### src/source/corr_pkg.sv
package corr_pkg;

   //--------------------
   // Sizes
   //--------------------
   localparam int ACCUM      = 24;             // Bits per re or im total
   localparam int IBITS      = 24;             // Antenna count
   localparam int ABITS      = 5;              // Antenna index width
   localparam int TRATE      = 12;             // Pairs per lane
   localparam int TBITS      = 4;              // Slot index width
   localparam int XBITS      = 2;              // Four banks
   localparam int NLANE      = 4;              // Correlator lanes per block
   localparam int SRAM_ABITS = TBITS + XBITS;  // Bank above slot

   // One antenna pair, 10 bits
   typedef struct packed {
      logic [ABITS-1:0] ant_a;
      logic [ABITS-1:0] ant_b;
   } pair_t;

   // Indexed by slot, slot 0 first in the pattern
   typedef pair_t [0:TRATE-1] pair_tab_t;

   //--------------------
   // Lane pair tables
   //--------------------
   // Neighbours
   localparam pair_tab_t PAIRS0 = '{
      '{5'd0, 5'd1},   '{5'd2, 5'd3},   '{5'd4, 5'd5},   '{5'd6, 5'd7},
      '{5'd8, 5'd9},   '{5'd10, 5'd11}, '{5'd12, 5'd13}, '{5'd14, 5'd15},
      '{5'd16, 5'd17}, '{5'd18, 5'd19}, '{5'd20, 5'd21}, '{5'd22, 5'd23}
   };
   // Stride two within groups of four
   localparam pair_tab_t PAIRS1 = '{
      '{5'd0, 5'd2},   '{5'd1, 5'd3},   '{5'd4, 5'd6},   '{5'd5, 5'd7},
      '{5'd8, 5'd10},  '{5'd9, 5'd11},  '{5'd12, 5'd14}, '{5'd13, 5'd15},
      '{5'd16, 5'd18}, '{5'd17, 5'd19}, '{5'd20, 5'd22}, '{5'd21, 5'd23}
   };
   // Outer and inner pairs of each group of four
   localparam pair_tab_t PAIRS2 = '{
      '{5'd0, 5'd3},   '{5'd1, 5'd2},   '{5'd4, 5'd7},   '{5'd5, 5'd6},
      '{5'd8, 5'd11},  '{5'd9, 5'd10},  '{5'd12, 5'd15}, '{5'd13, 5'd14},
      '{5'd16, 5'd19}, '{5'd17, 5'd18}, '{5'd20, 5'd23}, '{5'd21, 5'd22}
   };
   // Stride four within groups of eight
   localparam pair_tab_t PAIRS3 = '{
      '{5'd0, 5'd4},   '{5'd1, 5'd5},   '{5'd2, 5'd6},   '{5'd3, 5'd7},
      '{5'd8, 5'd12},  '{5'd9, 5'd13},  '{5'd10, 5'd14}, '{5'd11, 5'd15},
      '{5'd16, 5'd20}, '{5'd17, 5'd21}, '{5'd18, 5'd22}, '{5'd19, 5'd23}
   };

   // Per-cycle control shared by the lanes
   typedef struct packed {
      logic             vld;   // Sample present
      logic             clr;   // First access of slot since switch
      logic [TBITS-1:0] slot;
      logic [XBITS-1:0] bank;
   } ctl_t;

   // Complex visibility count
   typedef struct packed {
      logic [ACCUM-1:0] im;
      logic [ACCUM-1:0] re;
   } vis_t;

   typedef vis_t [NLANE-1:0] vis_quad_t;  // Lane 0 lowest

endpackage

### src/source/corr_block_ctrl.sv
`timescale 1ns/1ps

module corr_block_ctrl (
   input  logic           clk_x,    // Correlator clock
   input  logic           rst_n_i,
   input  logic           en_i,     // Sample valid
   input  logic           sw_i,     // Bank switch
   output corr_pkg::ctl_t ctl_o
);
   import corr_pkg::*;

   logic [TBITS-1:0] slot;        // Current time slot
   logic [XBITS-1:0] bank;        // Bank being written
   logic [XBITS-1:0] bank_next;
   logic [TRATE-1:0] clr_flags;   // One per slot, set means not yet touched
   logic [TRATE-1:0] clr_next;

   //--------------------
   // Next state
   //--------------------
   assign bank_next = bank + XBITS'(sw_i);  // Wraps after bank 3

   // Switch sets every flag, then the slot touched now is cleared
   always_comb begin
      clr_next = clr_flags;
      if (sw_i) begin
         clr_next = '1;
      end
      if (en_i) begin
         clr_next[slot] = 1'b0;
      end
   end

   //--------------------
   // State
   //--------------------
   always_ff @(posedge clk_x) begin
      if (!rst_n_i) begin
         slot      <= '0;
         bank      <= '0;
         clr_flags <= '1;          // Nothing accumulated yet
      end else begin
         if (en_i) begin
            // Advance only on valid samples
            if (slot == TBITS'(TRATE - 1)) begin
               slot <= '0;
            end else begin
               slot <= slot + 1'b1;
            end
         end
         bank      <= bank_next;
         clr_flags <= clr_next;
      end
   end

   //--------------------
   // Control to lanes
   //--------------------
   // A sample in the switch cycle already goes to the new bank
   always_comb begin
      ctl_o.vld  = en_i;
      ctl_o.clr  = clr_flags[slot] | sw_i;
      ctl_o.slot = slot;
      ctl_o.bank = bank_next;
   end

endmodule

### config.mk
export PLATFORM = sky130hd
export DESIGN_NAME = corr_block_ctrl
export DESIGN_NICKNAME = d
export VERILOG_FILES = /design/src/source/corr_pkg.sv /design/src/source/corr_block_ctrl.sv
export SDC_FILE = /design/constraint.sdc
export NUM_CORES = 1
export LEC_CHECK = 0
export BUFFER_PORTS_ARGS = -buffer_cell sky130_fd_sc_hd__buf_2
export CORE_UTILIZATION = 49
export DETAILED_ROUTE_END_ITERATION = 7
export PLACE_DENSITY = 0.72
export SYNTH_ARGS = -nofsm -noshare
export SYNTH_HDL_FRONTEND = slang
export SYNTH_SLANG_ARGS = --single-unit
### constraint.sdc
create_clock -name clk_x -period 1.15 [get_ports clk_x]
set_input_delay 0 -clock clk_x [delete_from_list [all_inputs] [get_ports clk_x]]
set_output_delay 0 -clock clk_x [all_outputs]
set_load 0.03 [all_outputs]
==> metrics.log, run 1 <==
INFO  metric critical_path.cell_chain = mux4_2, a22oi_2, o221ai_2, buf_6
INFO  metric dp.cells = roughly 130
INFO  metric first_pass_iters = 4
INFO  metric worst_skew_pair.late_latency = 0.29 ns
INFO  metric count_of_buffers_from_port_buffering = 11
INFO  metric yosys_register_bits = 18
INFO  metric post-route-drc-count = 0
INFO  metric yosysMostFrequentCell = nand2_1
INFO  metric global_router_s_overall_resource_usage = 0.220
INFO  metric synth_sequential_area_ratio = 0.403
INFO  metric power_density = just over 1000 nW/um2
INFO  metric hold_buffers = 0
INFO  metric post-synth-top-area-cell = dfxtp_1
INFO  metric coreArea = about 1700 um2
INFO  metric rsz0062_at_grt = yes
INFO  metric outcome = complete, but fails checks
INFO  metric crit_path_start_kind = flop
INFO  metric postRouteAntennaNets = 0
INFO  metric finalMaxSlewViolations = 0
INFO  metric first_pass_grt_wire_length = 3.15 mm
INFO  metric area.growth.synth_to_final = 44.7%
INFO  metric setup_viol_count_final = 18
INFO  metric holdCritPathClass = input pin to flop
INFO  metric period_needed = approximately 1.6 ns
INFO  metric total_leakage_power = between 0.4 and 0.5 nW
INFO  metric cts_tree = done
INFO  metric crit_path_max_cell_delay = between 0.5 and 0.6 ns
INFO  metric max-slew-margin-rel = 0.748
INFO  metric initial_core_util = 0.517
INFO  metric finClkSkew = approximately 0.003 ns
INFO  metric place_hpwl = between 1 and 1.5 mm
INFO  metric cts_root_buffer = clkbuf_4
INFO  metric postSynthAreaPerCell = approximately 9.4 um2
INFO  metric post_synth_most_frequent_cells = 19 x nand2_1, 18 x dfxtp_1, 12 x o22ai_1, 6 x ha_1
INFO  metric globalRouteOverflowTotal = 0
INFO  metric worstSetupEndpointType = output pin
INFO  metric cts.reportedPaths.clkPinSlew = 0.10 ns
INFO  metric worst-slew-pin-transition = 0.377 ns
INFO  metric post_drt_via_cell_ratio = 5.48
INFO  metric cts_inserted_buffers = 3
INFO  metric floorplan.die.width = 44.7 um
INFO  metric syn_inst = between 90 and 100
INFO  metric via_count = 756
INFO  metric grt_max_degree = 19
INFO  metric cap_viol_max_count = 0
INFO  metric synth_unique_cells = 29
INFO  metric drt_iter0_markers = 21
INFO  metric drive_above_1_share = 0.531
INFO  metric first_global_vias = approximately 660
INFO  metric layout_setup_ws = -0.437 ns
INFO  metric layoutNonFillerInstCount = about 140
INFO  metric crit_type = flop to output pin
INFO  metric finalWeightedCongestion = approximately 0.75
INFO  metric ys_warn_count = 0
INFO  metric floorplan.die.height = ~45 um
INFO  metric synth-async-reset-ratio = 0
INFO  metric data_arrival_critical_path = around 1.6 ns
INFO  metric finalCritPeriodShare = 1.38
INFO  metric synth_top_flop_cell = dfxtp_1
INFO  metric synth_area = 893 um2
INFO  metric synth_largest_type_area_fraction = 0.403
INFO  metric wire_per_inst = approximately 15 um
INFO  metric floorplan.rows = 15
INFO  metric cts_max_path_buffers = 2
INFO  metric layout.nets = about 120
INFO  metric timing.critical_path.max_delay_family = multiplexers
INFO  metric total_power = 1.31 mW
INFO  metric cp_max_fo = 3
INFO  metric count_of_flip_flops_with_a_built_in_enable_after_synthesis = 0
INFO  metric synth_nets = 105
INFO  metric synthTopCellsByArea = dfxtp_1 40%, ha_1 8.4%, o22ai_1 8.4%
INFO  metric design.die.area = between 1500 and 2000 um2
INFO  metric max_clock_freq = 0.630 GHz
INFO  metric crit_path_top_delay_cell = mux4_2
INFO  metric initial_antenna_violation_count = 0
INFO  metric diodes = 0
INFO  metric htreeDepth = 1
INFO  metric detail_route.wirelength = around 2.1 mm
INFO  metric worstPathRequired = ~1.2 ns
INFO  metric failed_checks = setup timing
INFO  metric hold_viol = 0
INFO  metric io_pins = 12
INFO  metric worst_ir_drop_vdd = roughly 1.1 mV
INFO  metric cp_num_buf_inv = 1
INFO  metric cts_sinks = 18
[layout make-up]
cell class	instances	area, um2
inverters	4	22.5
clock inverters	1	3.75
flip-flops and latches	18	372
multi-input cells	64	641
clock buffers	3	22.5
fillers	124	434
well taps	25	31.3
repair buffers	23	200
[cells in the final DEF (no fill, tap or decap), types with 2 or more instances in the layout]
cell type,synthesis,final
nand2_4,0,4
and2_1,2,2
nand2_1,19,14
dfxtp_1,18,13
mux2_2,2,2
buf_4,1,5
a21boi_1,0,4
dfxtp_2,0,3
nor2_1,2,2
dfxtp_4,0,2
o21ai_1,0,2
buf_6,2,10
clkbuf_4,0,3
ha_4,0,6
nand2b_1,2,2
o22ai_2,0,8
buf_2,1,7
o22ai_1,12,4
[worst paths after layout]
| kind | slack (ns) | startpoint | cells after the start | endpoint |
|---|---|---|---|---|
| max | -0.44 | slot[0]$_SDFFE_PN0P_ | 4 | ctl_o[6] |
| min | 0.02 | rst_n_i | 2 | clr_flags[2]$_SDFF_PN1_ |
| max reg2reg | -0.21 | slot[0]$_SDFFE_PN0P_ | 6 | slot[2]$_SDFFE_PN0P_ |
| min reg2reg | 0.50 | clr_flags[10]$_SDFF_PN1_ | 2 | clr_flags[10]$_SDFF_PN1_ |
[routing by layer]
| metal | wire length [um] | track usage | share of wire | vias up |
|---|---|---|---|---|
| li1 | - | - | - | 369 |
| met1 | 1010 | 0.297 | 0.48 | 363 |
| met2 | 967 | 0.341 | 0.46 | 22 |
| met3 | 100 | 0.0640 | 0.048 | 2 |
| met4 | 14 | 0.0667 | 0.0067 | 0 |
| met5 | 0 | 0 | 0 | - |
[cells by family after synthesis]
family,count (synthesis),share of synthesized area
compound gates,23,0.185
simple gates,29,0.150
mux,5,0.0910
flops,18,0.403
xor+xnor,1,0.00981
fa+ha+maj,6,0.0840
buf+inv,13,0.0770
[per-stage QoR]
| step | utilization | setup WS, ns | hold slack, ns | TNS [ns] | cell area, um2 |
|---|---|---|---|---|---|
| after CTS | 0.674 | -0.446 | 0.00814 | -2.65 | 1160 |
| after detailed placement | 0.572 | -0.133 | 0.316 | -0.605 | 988 |
| after floorplan | - | -0.229 | 0.132 | -0.237 | 922 |
| final | 0.749 | -0.437 | 0.0151 | -2.79 | 1290 |
| after global placement | 0.572 | -0.109 | 0.323 | -0.292 | 988 |
| after global routing | 0.749 | -0.489 | 0.0166 | -3.81 | 1290 |
[sequential cells by signal, summed over array words and instances (netlist names)]
register   flops
clr_flags     12
slot           4
bank           2
[report_power, final]
group / internal [mW] / leakage [nW] / switching (mW)
combinational: 0.155 / 0.329 / 0.172
clock: 0.126 / 0.0154 / 0.193
sequential: 0.642 / 0.149 / 0.0205
[timing repair]
action,4_1_cts,5_1_grt
buffers inserted,4,4
gates resized for setup,34,28
setup endpoints to repair,17,20
pin swaps,5,11
Power figures use the tool's default switching activity.
==> run 2, diff against run 1 <==
GPL_TIMING_DRIVEN = 0   (was not set)
==> metrics.log, run 2 (synthesis gave the netlist of run 1 again) <==
INFO  metric io_pins = 12 (unchanged)
INFO  metric diodes = 0 (unchanged)
INFO  metric wl_on_met1 = 916 um (-9.6%)
INFO  metric globalRouteOverflowTotal = 0 (unchanged)
INFO  metric cts_max_path_buffers = 2 (unchanged)
INFO  metric count_of_buffers_from_port_buffering = 9 (-2)
INFO  metric combinationalPowerShare = 0.228 (-0.022)
INFO  metric power.share.clock = 0.287 (+0.043)
INFO  metric finalWeightedCongestion = 0.842 (+13%)
INFO  metric finClkSkew = 0.0113 ns (+0.00839 ns)
INFO  metric crit_path_start_kind = flop
INFO  metric crit_type = flop to output pin
INFO  metric floorplan.die.width = 44.7 um (unchanged)
INFO  metric period_needed = 1.69 ns (+0.107 ns)
INFO  metric critical_path.most_common_cell = buf_6
INFO  metric postRouteAntennaNets = 0 (unchanged)
INFO  metric cp_max_fo = 6 (+3)
INFO  metric power_report.internal_total = 0.971 mW (+5.2%)
INFO  metric first_pass_grt_wire_length = 3.05 mm (-3.1%)
INFO  metric finalCritPeriodShare = 1.47 (+0.0927)
INFO  metric mostFrequentLayoutCells = 14 x nand2_1, 13 x dfxtp_1, 9 x o22ai_1, 8 x buf_2, 7 x buf_6
INFO  metric first_global_vias = 662 (+0.91%)
INFO  metric aggregate_negative_setup_slack = -1.37 ns (+1.42 ns)
INFO  metric drt_iter0_markers = 10 (-52%)
INFO  metric cts.reportedPaths.clkPinSlew = 0.11 ns (about the same)
INFO  metric failed_checks = setup timing
INFO  metric detail_route.wirelength = 2.14 mm (+2.3%)
INFO  metric cap_viol_max_count = 0 (unchanged)
INFO  metric floorplan.rows = 15 (unchanged)
INFO  metric layout_setup_ws = -0.544 ns (-0.107 ns)
INFO  metric reported_net_switching_power = 0.377 mW (-2.1%)
INFO  metric route.top_layer_used = met4
INFO  metric grt_max_degree = 11 (-8)
INFO  metric largest_register_ff_count = 12 (unchanged)
INFO  metric drive_above_1_share = 0.487 (-0.0440)
INFO  metric p_sw_frac = 0.280 (-0.0148)
INFO  metric htreeDepth = 1 (unchanged)
INFO  metric initial_core_util = 0.517 (unchanged)
INFO  metric max-slew-margin-rel = 0.729 (-0.0197)
INFO  metric post_drt_via_cell_ratio = 5.51 (+0.66%)
INFO  metric largest_register = clr_flags
INFO  metric first_pass_iters = 4 (unchanged)
INFO  metric power_density = 1070 nW/um2 (+6.0%)
INFO  metric total_leakage_power = 0.484 nW (-2.0%)
INFO  metric holdCritPathClass = input pin to flop
INFO  metric critical_path.cell_chain = buf_6, mux4_2, a22oi_2, o221ai_2, buf_6
INFO  metric place_hpwl = 1.27 mm (+5.7%)
INFO  metric wire_per_inst = 15.3 um (+0.83%)
INFO  metric worstSetupEndpointType = output pin
INFO  metric worst_ir_drop_vdd = 0.816 mV (-27%)
INFO  metric finalMaxSlewViolations = 0 (unchanged)
INFO  metric worst_skew_pair.late_latency = 0.29 ns (about the same)
INFO  metric met2_routed_length = 1.09 mm (+13%)
INFO  metric via_count = 772 (+2.1%)
INFO  metric cts_root_buffer = clkbuf_4
INFO  metric floorplan.die.height = 44.7 um (unchanged)
INFO  metric crit_path_max_cell_delay = 0.50 ns (about the same)
INFO  metric max_clock_freq = 0.590 GHz (-6.3%)
INFO  metric setup_viol_count_final = 14 (-4)
INFO  metric data_arrival_critical_path = 1.69 ns (+0.10 ns)
INFO  metric layout.nets = 126 (+1.6%)
INFO  metric layout_commonest_cell = nand2_1
INFO  metric route.met3.wl = 87 um (-13%)
INFO  metric layoutNonFillerInstCount = 140 (+1.4%)
INFO  metric rsz0062_at_grt = yes
INFO  metric post-route-drc-count = 0 (unchanged)
INFO  metric dp.cells = 129 (+0.78%)
INFO  metric hold_viol = 0 (unchanged)
INFO  metric worstPathRequired = 1.15 ns (about the same)
INFO  metric coreArea = 1730 um2 (unchanged)
INFO  metric global_router_s_overall_resource_usage = 0.213 (-0.00706)
INFO  metric cp_num_buf_inv = 2 (+1)
INFO  metric cts_inserted_buffers = 3 (unchanged)
INFO  metric seq_power_share = 0.485 (-0.021)
INFO  metric area.growth.synth_to_final = 40.8%
INFO  metric crit_path_top_delay_cell = mux4_2
INFO  metric post-route-cell-area = 1260 um2 (-2.7%)
INFO  metric largest_registers = clr_flags x12, slot x4, bank x2
INFO  metric outcome = complete, but fails checks
INFO  metric design.die.area = 2000 um2 (unchanged)
INFO  metric cts_tree = done
INFO  metric cts_sinks = 18 (unchanged)
INFO  metric dp_slack = -0.283 ns (-0.150 ns)
INFO  metric num-fill-cells = 129 (+4.0%)
INFO  metric timing.critical_path.max_delay_family = multiplexers
INFO  metric worst-slew-pin-transition = 0.407 ns (+0.0296 ns)
INFO  metric initial_antenna_violation_count = 0 (unchanged)
INFO  metric placed_area = 998 um2 (+1.0%)
==> run 2: cell types whose count changed in the layout (fill, tap and decap cells not counted), sizes merged <==
| cell | change |
|---|---|
| dlygate4sd3 | +1 |
| clkbuf | +5 |
| clkinv | -1 |
| buf | -3 |
==> run 2: cell type report <==
cell class | instances | area [um2] | area share
multi-input cells | 64 | 607 | 0.483
inverters | 4 | 22.5 | 0.0179
well taps | 25 | 31.3 | 0.0249
clock buffers | 4 | 36.3 | 0.0289
flip-flops and latches | 18 | 372 | 0.296
repair buffers | 16 | 124 | 0.0985
plain buffers | 9 | 65.1 | 0.0517
==> run 2: power groups by stage <==
stage	sequential, mW	clock (mW)	combinational, mW
after floorplan	0.678	0	0.149
after global placement	0.668	0	0.200
after detailed placement	0.669	0	0.202
after CTS	0.651	0.400	0.238
after global routing	0.656	0.416	0.325
final	0.654	0.387	0.307
==> run 2: worst register-to-register path: stages, from the launching register on <==
cell      delay (ns)
dfxtp_4         0.36
buf_4           0.13
buf_6           0.13
ha_4            0.18
a211o_1         0.29
a21boi_1        0.14
==> run 2: timing repair <==
| action | 4_1_cts | 5_1_grt |
|---|---|---|
| endpoints found under the hold margin | 1 | 0 |
| pin swaps | 3 | 10 |
| endpoints found under the setup margin | 14 | 17 |
| hold buffers | 1 | 0 |
| gates resized for setup | 12 | 32 |
| buffers inserted | 2 | 4 |
==> run 2: final timing paths <==
path / from / endpoint / slack [ns] / cells past startpoint
max: slot[0]$_SDFFE_PN0P_ / ctl_o[6] / -0.54 / 5
min: rst_n_i / clr_flags[1]$_SDFF_PN1_ / 0.006 / 2
max reg2reg: slot[0]$_SDFFE_PN0P_ / slot[2]$_SDFFE_PN0P_ / -0.14 / 5
min reg2reg: clr_flags[5]$_SDFF_PN1_ / clr_flags[5]$_SDFF_PN1_ / 0.49 / 2
==> run 2: layer usage <==
metal,track usage,up-vias
met5,0,-
met4,0.0909,0
met3,0.0360,7
met2,0.332,22
met1,0.292,375
li1,-,368
==> run 2: through the flow <==
stage / hold WS, ns / power (mW) / utilization
after floorplan: 0.132 / 0.827 / -
after global placement: 0.251 / 0.868 / 0.578
after detailed placement: 0.252 / 0.872 / 0.578
after CTS: 0.00754 / 1.29 / 0.636
after global routing: 0.0250 / 1.40 / 0.728
final: 0.00639 / 1.35 / 0.728
